<file path="src/logic/rmt_pkg.sv">
package rmt_pkg;

	// stream beat width
	localparam int DATA_W = 64;

	// header vector geometry
	localparam int CONT_W = 16;
	localparam int NUM_CONT = 4;
	// vector bits taken from the low end of the first beat
	localparam int PHV_W = NUM_CONT * CONT_W;

	// vlan id sits in the low bits of the first beat
	localparam int VLAN_W = 12;

	// drop mask, indexed by the low vlan id bits
	localparam int FLAG_W = 32;
	localparam int FLAG_SEL_W = $clog2(FLAG_W);

	// free slots kept back in the packet FIFO
	// one is enough since the parser writes in the cycle it accepts
	localparam int PKT_FIFO_GAP = 1;

	// one stream beat as stored in the packet FIFO
	typedef struct packed {
		logic [DATA_W-1:0] data;
		logic              last;
	} beat_t;

	// header vector, container 0 in the low bits
	typedef logic [NUM_CONT-1:0][CONT_W-1:0] phv_t;

endpackage

</file>
<file path="src/logic/deparser.sv">
`timescale 1ns/1ps

module deparser import rmt_pkg::*; (
	input  logic              clk,
	input  logic              aresetn,
	input  beat_t             pkt_dout,
	input  logic              pkt_empty,
	output logic              pkt_rd_en,
	input  phv_t              phv_dout,
	input  logic              phv_empty,
	output logic              phv_rd_en,
	output logic [DATA_W-1:0] m_axis_tdata,
	output logic              m_axis_tlast,
	output logic              m_axis_tvalid,
	input  logic              m_axis_tready
);

	typedef enum logic {
		ST_HDR,
		ST_BODY
	} state_t;

	state_t state;
	state_t state_next;
	logic   xfer;

	// header beat waits for its vector, body beats only need the packet store
	assign m_axis_tvalid = !pkt_empty && ((state == ST_BODY) || !phv_empty);
	assign xfer = m_axis_tvalid && m_axis_tready;

	// beat comes off the store on each transfer
	assign pkt_rd_en = xfer;
	// vector retires with the last beat of its packet
	assign phv_rd_en = xfer && pkt_dout.last;

	// rewrite the header bits with the processed vector
	always_comb begin
		m_axis_tdata = pkt_dout.data;
		if (state == ST_HDR) begin
			m_axis_tdata[PHV_W-1:0] = phv_dout;
		end
	end

	assign m_axis_tlast = pkt_dout.last;

	always_comb begin
		state_next = state;
		if (xfer) begin
			// single-beat packets stay in the header state
			if (pkt_dout.last) begin
				state_next = ST_HDR;
			end else begin
				state_next = ST_BODY;
			end
		end
	end

	always_ff @(posedge clk) begin
		if (!aresetn) begin
			state <= ST_HDR;
		end else begin
			state <= state_next;
		end
	end

endmodule

</file>
<file path="src/logic/fallthrough_fifo.sv">
`timescale 1ns/1ps

module fallthrough_fifo #(
	parameter int DEPTH_BITS = 4,
	parameter int NEARLY_FULL_GAP = 1,
	parameter type payload_t = logic
) (
	input  logic     clk,
	input  logic     aresetn,
	input  payload_t din,
	input  logic     wr_en,
	input  logic     rd_en,
	output payload_t dout,
	output logic     empty,
	output logic     nearly_full
);

	localparam int DEPTH = 1 << DEPTH_BITS;

	payload_t              mem [DEPTH];
	logic [DEPTH_BITS-1:0] wr_ptr;
	logic [DEPTH_BITS-1:0] rd_ptr;
	logic [DEPTH_BITS:0]   count;
	logic                  full;
	logic                  do_wr;
	logic                  do_rd;

	assign full = (count == (DEPTH_BITS + 1)'(DEPTH));
	assign empty = (count == '0);
	// threshold on free slots, not on used ones
	assign nearly_full = (DEPTH - int'(count)) <= NEARLY_FULL_GAP;

	// writes into a full buffer are ignored
	assign do_wr = wr_en && !full;
	assign do_rd = rd_en && !empty;

	// head shows without a read strobe
	assign dout = mem[rd_ptr];

	always_ff @(posedge clk) begin
		if (do_wr) begin
			mem[wr_ptr] <= din;
		end
	end

	always_ff @(posedge clk) begin
		if (!aresetn) begin
			wr_ptr <= '0;
			rd_ptr <= '0;
			count <= '0;
		end else begin
			if (do_wr) begin
				wr_ptr <= wr_ptr + 1'b1;
			end
			if (do_rd) begin
				rd_ptr <= rd_ptr + 1'b1;
			end
			// simultaneous read and write leaves count alone
			case ({do_wr, do_rd})
				2'b10:   count <= count + 1'b1;
				2'b01:   count <= count - 1'b1;
				default: count <= count;
			endcase
		end
	end

endmodule

</file>
<file path="src/logic/hdr_parser.sv">
`timescale 1ns/1ps

module hdr_parser import rmt_pkg::*; (
	input  logic              clk,
	input  logic              aresetn,
	input  logic [DATA_W-1:0] s_axis_tdata,
	input  logic              s_axis_tlast,
	input  logic              s_axis_tvalid,
	output logic              s_axis_tready,
	input  logic              pkt_fifo_nearly_full,
	input  logic              phv_fifo_nearly_full,
	output logic              pkt_wr_en,
	output beat_t             pkt_din,
	output logic              phv_valid,
	output phv_t              phv
);

	logic first_beat;
	logic accept;
	logic hdr_accept;

	// hold off while either FIFO is close to full
	// vector FIFO gap already covers every vector still in the stages
	assign s_axis_tready = !(pkt_fifo_nearly_full || phv_fifo_nearly_full);
	assign accept = s_axis_tvalid && s_axis_tready;
	assign hdr_accept = accept && first_beat;

	// every beat goes straight into the packet store
	assign pkt_wr_en = accept;
	assign pkt_din = '{data: s_axis_tdata, last: s_axis_tlast};

	// next accepted beat after a last is a header beat
	always_ff @(posedge clk) begin
		if (!aresetn) begin
			first_beat <= 1'b1;
		end else if (accept) begin
			first_beat <= s_axis_tlast;
		end
	end

	// one pulse per packet, a cycle after the header beat
	always_ff @(posedge clk) begin
		if (!aresetn) begin
			phv_valid <= 1'b0;
		end else begin
			phv_valid <= hdr_accept;
		end
	end

	// low bits of the header beat become the vector
	always_ff @(posedge clk) begin
		if (hdr_accept) begin
			phv <= s_axis_tdata[PHV_W-1:0];
		end
	end

endmodule

</file>
<file path="src/logic/match_stage.sv">
`timescale 1ns/1ps

module match_stage import rmt_pkg::*; #(
	parameter int STAGE_ID = 0
) (
	input  logic clk,
	input  logic aresetn,
	input  logic phv_in_valid,
	input  phv_t phv_in,
	output logic phv_out_valid,
	output phv_t phv_out
);

	// container this stage works on
	localparam int SLOT = STAGE_ID % NUM_CONT;
	// fixed action constant, wraps at the container width
	localparam logic [CONT_W-1:0] INCR = CONT_W'(STAGE_ID + 1);

	phv_t phv_next;

	// other containers pass untouched
	always_comb begin
		phv_next = phv_in;
		phv_next[SLOT] = phv_in[SLOT] + INCR;
	end

	always_ff @(posedge clk) begin
		if (!aresetn) begin
			phv_out_valid <= 1'b0;
		end else begin
			phv_out_valid <= phv_in_valid;
		end
	end

	// vector only loads with a valid one
	always_ff @(posedge clk) begin
		if (phv_in_valid) begin
			phv_out <= phv_next;
		end
	end

endmodule

</file>
<file path="src/logic/pkt_filter.sv">
`timescale 1ns/1ps

module pkt_filter import rmt_pkg::*; (
	input  logic              clk,
	input  logic              aresetn,
	input  logic [FLAG_W-1:0] vlan_drop_flags,
	input  logic [DATA_W-1:0] s_axis_tdata,
	input  logic              s_axis_tlast,
	input  logic              s_axis_tvalid,
	output logic              s_axis_tready,
	output logic [DATA_W-1:0] m_axis_tdata,
	output logic              m_axis_tlast,
	output logic              m_axis_tvalid,
	input  logic              m_axis_tready
);

	logic              first_beat;
	logic              drop_pkt;
	logic              drop_beat;
	logic              advance;
	logic              accept;
	logic [VLAN_W-1:0] vlan_id;

	// only meaningful on the first beat
	assign vlan_id = s_axis_tdata[VLAN_W-1:0];

	// first beat decides from the mask, later beats follow the latched decision
	assign drop_beat = first_beat ? vlan_drop_flags[vlan_id[FLAG_SEL_W-1:0]] : drop_pkt;

	// output register free, or its beat leaves this cycle
	assign advance = !m_axis_tvalid || m_axis_tready;
	assign s_axis_tready = advance;
	assign accept = s_axis_tvalid && advance;

	// packet boundary tracking and drop latch
	always_ff @(posedge clk) begin
		if (!aresetn) begin
			first_beat <= 1'b1;
			drop_pkt <= 1'b0;
		end else if (accept) begin
			first_beat <= s_axis_tlast;
			if (first_beat) begin
				drop_pkt <= drop_beat;
			end
		end
	end

	// dropped beats are swallowed, the slot stays empty
	always_ff @(posedge clk) begin
		if (!aresetn) begin
			m_axis_tvalid <= 1'b0;
		end else if (advance) begin
			m_axis_tvalid <= accept && !drop_beat;
		end
	end

	// payload follows any accepted beat
	always_ff @(posedge clk) begin
		if (accept) begin
			m_axis_tdata <= s_axis_tdata;
			m_axis_tlast <= s_axis_tlast;
		end
	end

endmodule

</file>
<file path="src/logic/rmt_pipeline.sv">
`timescale 1ns/1ps

module rmt_pipeline import rmt_pkg::*; #(
	parameter int NUM_STAGES = 4,
	parameter int FIFO_DEPTH_BITS = 4
) (
	input  logic              clk,
	input  logic              aresetn,
	input  logic [FLAG_W-1:0] vlan_drop_flags,
	input  logic [DATA_W-1:0] s_axis_tdata,
	input  logic              s_axis_tlast,
	input  logic              s_axis_tvalid,
	output logic              s_axis_tready,
	output logic [DATA_W-1:0] m_axis_tdata,
	output logic              m_axis_tlast,
	output logic              m_axis_tvalid,
	input  logic              m_axis_tready
);

	// filtered stream into the parser
	logic [DATA_W-1:0] flt_tdata;
	logic              flt_tlast;
	logic              flt_tvalid;
	logic              flt_tready;

	// packet store
	logic  pkt_wr_en;
	beat_t pkt_din;
	beat_t pkt_dout;
	logic  pkt_rd_en;
	logic  pkt_empty;
	logic  pkt_nearly_full;

	// vector chain, index 0 from the parser, last index into the vector FIFO
	logic [NUM_STAGES:0] stg_valid;
	phv_t                stg_phv [NUM_STAGES+1];

	// vector FIFO
	phv_t phv_dout;
	logic phv_rd_en;
	logic phv_empty;
	logic phv_nearly_full;

	pkt_filter u_filter (
		.clk             (clk),
		.aresetn         (aresetn),
		.vlan_drop_flags (vlan_drop_flags),
		.s_axis_tdata    (s_axis_tdata),
		.s_axis_tlast    (s_axis_tlast),
		.s_axis_tvalid   (s_axis_tvalid),
		.s_axis_tready   (s_axis_tready),
		.m_axis_tdata    (flt_tdata),
		.m_axis_tlast    (flt_tlast),
		.m_axis_tvalid   (flt_tvalid),
		.m_axis_tready   (flt_tready)
	);

	hdr_parser u_parser (
		.clk                  (clk),
		.aresetn              (aresetn),
		.s_axis_tdata         (flt_tdata),
		.s_axis_tlast         (flt_tlast),
		.s_axis_tvalid        (flt_tvalid),
		.s_axis_tready        (flt_tready),
		.pkt_fifo_nearly_full (pkt_nearly_full),
		.phv_fifo_nearly_full (phv_nearly_full),
		.pkt_wr_en            (pkt_wr_en),
		.pkt_din              (pkt_din),
		.phv_valid            (stg_valid[0]),
		.phv                  (stg_phv[0])
	);

	fallthrough_fifo #(
		.DEPTH_BITS      (FIFO_DEPTH_BITS),
		.NEARLY_FULL_GAP (PKT_FIFO_GAP),
		.payload_t       (beat_t)
	) u_pkt_fifo (
		.clk         (clk),
		.aresetn     (aresetn),
		.din         (pkt_din),
		.wr_en       (pkt_wr_en),
		.rd_en       (pkt_rd_en),
		.dout        (pkt_dout),
		.empty       (pkt_empty),
		.nearly_full (pkt_nearly_full)
	);

	// stage k adds k+1 to container k mod 4, one cycle each
	for (genvar k = 0; k < NUM_STAGES; k++) begin : g_stage
		match_stage #(
			.STAGE_ID (k)
		) u_stage (
			.clk           (clk),
			.aresetn       (aresetn),
			.phv_in_valid  (stg_valid[k]),
			.phv_in        (stg_phv[k]),
			.phv_out_valid (stg_valid[k+1]),
			.phv_out       (stg_phv[k+1])
		);
	end

	// room for every vector still travelling through the stages
	fallthrough_fifo #(
		.DEPTH_BITS      (FIFO_DEPTH_BITS),
		.NEARLY_FULL_GAP (NUM_STAGES + 2),
		.payload_t       (phv_t)
	) u_phv_fifo (
		.clk         (clk),
		.aresetn     (aresetn),
		.din         (stg_phv[NUM_STAGES]),
		.wr_en       (stg_valid[NUM_STAGES]),
		.rd_en       (phv_rd_en),
		.dout        (phv_dout),
		.empty       (phv_empty),
		.nearly_full (phv_nearly_full)
	);

	deparser u_deparser (
		.clk           (clk),
		.aresetn       (aresetn),
		.pkt_dout      (pkt_dout),
		.pkt_empty     (pkt_empty),
		.pkt_rd_en     (pkt_rd_en),
		.phv_dout      (phv_dout),
		.phv_empty     (phv_empty),
		.phv_rd_en     (phv_rd_en),
		.m_axis_tdata  (m_axis_tdata),
		.m_axis_tlast  (m_axis_tlast),
		.m_axis_tvalid (m_axis_tvalid),
		.m_axis_tready (m_axis_tready)
	);

endmodule

</file>
<file path="config.mk">
export PLATFORM = sky130hd
export DESIGN_NAME = rmt_pipeline
export DESIGN_NICKNAME = d
export VERILOG_FILES = /design/src/logic/rmt_pkg.sv /design/src/logic/deparser.sv /design/src/logic/fallthrough_fifo.sv /design/src/logic/hdr_parser.sv /design/src/logic/match_stage.sv /design/src/logic/pkt_filter.sv /design/src/logic/rmt_pipeline.sv
export SDC_FILE = /design/constraint.sdc
export NUM_CORES = 2
export LEC_CHECK = 0
export BUFFER_PORTS_ARGS = -buffer_cell sky130_fd_sc_hd__buf_2
export CAP_MARGIN = 10
export CORE_ASPECT_RATIO = 0.9
export CORE_MARGIN = 1
export CORE_UTILIZATION = 25
export DETAILED_ROUTE_END_ITERATION = 16
export SYNTH_ARGS = -nofsm -noshare
export SYNTH_HDL_FRONTEND = slang
export SYNTH_SLANG_ARGS = --single-unit
</file>
<file path="constraint.sdc">
create_clock -name clk -period 10 [get_ports clk]
set_input_delay 2 -clock clk [delete_from_list [all_inputs] [get_ports clk]]
set_output_delay 2 -clock clk [all_outputs]
set_load 0.03 [all_outputs]
</file>
==> run_results.csv <==
group,metric,value,unit
run_status,status,"finished clean",
critical_path,worstSetupPathType,"flop to primary output",
min_path,hold_path_class,"flop to flop",
clock_network,cts_setup_buffers,0,
clock_network,root_buffer,"clkbuf_16",
detailed_routing,ant_nets,0,
logic_synthesis,synth_nets,4022,
timing,finalSetupViolCount,0,
logic_synthesis,synth_flop_cell,"edfxtp_1",
detailed_routing,drt_drc_violations_left,0,
flow_run,cap_violations,0,
clock_network,clkTransAtPathRegs,0.07,ns
timing,final.setup.tns,0,ns
logic_synthesis,yosysTopAreaCell,"edfxtp_1",
critical_path,critPathCaptureType,"primary output",
final_layout,multi_input_area,18000,um^2
global_route,grt_pass1_wl,309000,um
global_route,grt_max_degree,145,
pwr,power_leakage,0.0317,uW
logic_synthesis,synth_warnings,0,
final_layout,utilization,28.8,%
detailed_routing,via_count,40710,
place,dp_hpwl,116000,um
global_route,grt_pass1_vias,41959,
timing,tightest_slew,1.12,ns
logic_synthesis,seq_area_frac_synth,79.9,%
floorplanning,die_h,581,um
clock_network,cts_sinks,2493,
detailed_routing,drtIter0Drc,3501,
pwr,p_per_area,187,nW/um^2
floorplanning,boundaryPins,168,
timing,worst_slack,3.48,ns
critical_path,crit_arrival,4.52,ns
timing,slew-limit-headroom,25.4,%
timing,drv_slew,0,
clock_network,clockBufferDepth,4,
detailed_routing,vias_per_cell,4.40,
clock_network,clkLatencyLatePin,0.86,ns
logic_synthesis,syn_area,93200,um^2
critical_path,cp_max_fo,73,
clock_network,cts_buffers,216,
detailed_routing,dr.pass1.iters,5,
critical_path,worstPathRequired,8.00,ns
final_layout,areaGrowthSynthToFinish,14.7,%
place,numPortBuffers,167,
floorplanning,initial_utilization,25.1,%
logic_synthesis,async_reset_ff_share,0,%
place,pre_cts_slack,4.29,ns
detailed_routing,avgRoutedWirePerCell,23.4,um
timing,rsz0062_at_grt,"no",
timing,hold_viol_final,0,
detailed_routing,wirelength,217000,um
timing,fin_crit_sh,65.2,%
final_layout,seqCellArea,74500,um^2
final_layout,instances_no_fill,9260,
global_route,overflow,0,
logic_synthesis,yosysTopAreaCellShare,78.9,%
clock_network,htree_levels,4,
final_layout,n_fill_cell,35779,
clock_network,cts_tree,"done",
global_route,grt_usage,11.2,%
logic_synthesis,synth_edf_count,2449,
logic_synthesis,ys_types,62,
floorplanning,core_region_area,371000,um^2
place,gp_congestion,0.774,
place,dp.cells,8876,
timing,min_period,6.52,ns
final_layout,final_net_count,4302,
logic_synthesis,syn_inst,3892,
logic_synthesis,synthTopCellsByArea,"edfxtp_1, mux4_2, dfxtp_1, nand2_1, clkbuf_1",
clock_network,cts_hold_buf,0,
critical_path,start_kind,"flop",
floorplanning,placementRows,212,
pwr,ir_drop,0.129,mV
logic_synthesis,synth_area_per_cell,23.9,um^2
clock_network,cts_resized,0,
global_route,antenna_found_initial,14,
floorplanning,dieWidth,646,um
timing,skew,0.0359,ns
floorplanning,die_area,375000,um^2
timing,fmax,153,MHz
final_layout,layout-drive-gt1-share,28.7,%
logic_synthesis,ys_seq_elements,2493,
[worst max-delay path: stages (launching register included)]
cell and delay [ns]:
dfxtp_4 0.55, buf_12 0.44, buf_12 0.55, mux4_2 0.60, mux4_2 0.49, nand2_1 0.10, nand2_1 0.29, buf_2 0.30
[area by class of cell]
type	instances	area share [%]
sequential	2493	69.7
multi-input combinational	1196	16.8
tap	4922	5.76
clock buffer	254	5.21
timing repair buffer	235	1.34
clock inverter	126	1.06
inverter	30	0.105
antenna	4	0.00936
[report_power, final]
group          internal, uW  switching [uW]
sequential            11500             110
combinational          75.4             140
clock                  4480            3620
total                 16100            3870
[sequential cells by signal (all words and copies together), names as in the netlist, 4 cells and up, named ones only]
register	cells
u_pkt_fifo.wr_ptr	4
u_pkt_fifo.count	5
u_pkt_fifo.rd_ptr	4
u_filter.m_axis_tdata	64
u_phv_fifo.count	5
u_phv_fifo.mem	1024
u_parser.phv	64
g_stage.u_stage.phv_out_valid	4
u_phv_fifo.wr_ptr	4
u_pkt_fifo.mem	1040
u_phv_fifo.rd_ptr	4
g_stage.u_stage.phv_out	256
[routing by layer]
layer | track usage, % | vias up | part of all wire, %
li1 | - | 16944 | -
met5 | 0 | - | 0
met3 | 1.27 | 290 | 4.6
met2 | 20.3 | 1204 | 53
met4 | 3.83 | 0 | 3.3
met1 | 13.9 | 22272 | 40
[cells by family after synthesis]
| kind of cell | count (synthesis) | synth area share (%) |
|---|---|---|
| flops | 2493 | 79.9 |
| mux | 664 | 15.9 |
| simple gates | 385 | 1.90 |
| buf+inv | 203 | 0.921 |
| xor+xnor | 68 | 0.639 |
| compound gates | 50 | 0.389 |
| fa+ha+maj | 29 | 0.397 |
[placed cells by master, fill, tap and decap left out, drive strengths merged, types with 20 or more instances in the layout]
| cell type | synthesis | final |
|---|---|---|
| nand3 | 26 | 26 |
| dfxtp | 44 | 44 |
| buf | 74 | 235 |
| inv | 30 | 33 |
| ha | 28 | 28 |
| bufinv | 0 | 20 |
| clkbuf | 99 | 254 |
| clkinv | 0 | 97 |
| xnor2 | 42 | 42 |
| mux4 | 652 | 652 |
| edfxtp | 2449 | 2449 |
| xor2 | 26 | 26 |
| and2 | 33 | 33 |
| nor2 | 38 | 38 |
| nand2 | 225 | 225 |
[worst paths after layout]
path | start | to | cells after the start | slack, ns
max reg2reg | u_pkt_fifo.count[1] | u_pkt_fifo.mem[4][37] | 9 | 4.86
max | flop | m_axis_tdata[30] | 7 | 3.48
min | g_stage[1].u_stage.phv_out[10] | g_stage[2].u_stage.phv_out[10] | 0 | 0.40
min reg2reg | g_stage[1].u_stage.phv_out[10] | g_stage[2].u_stage.phv_out[10] | 0 | 0.40
[cells in the mapped netlist, types with 2 or more instances]
cell type     n
edfxtp_1   2449
mux4_2      652
nand2_1     225
clkbuf_1     99
buf_2        59
dfxtp_1      44
xnor2_1      42
nor2_1       38
and2_1       33
inv_1        29
ha_1         28
nand3_1      26
xor2_1       26
a21oi_1      15
and3_1       15
buf_1        12
nand4_1      10
mux2i_1       9
nor3_1        7
nor2b_1       6
o21ai_0       6
or3_1         4
buf_6         3
mux2_2        3
nand3b_1      3
a211oi_1      2
a21boi_0      2
a21o_1        2
nand2b_1      2
nor3b_1       2
nor4_1        2
o21ai_1       2
o221ai_1      2
o22ai_1       2
o31ai_1       2
or3b_2        2
or4_1         2
[stage by stage]
step	instance area, um^2	hold WS (ns)	total power (uW)
2_1_floorplan	93200	0.400	11900
3_3_place_gp	100000	0.400	12100
3_5_place_dp	100000	0.405	12100
4_1_cts	107000	0.410	20100
5_1_grt	107000	0.409	20500
6_report	107000	0.401	19900
(Power assumes the default switching activity.)
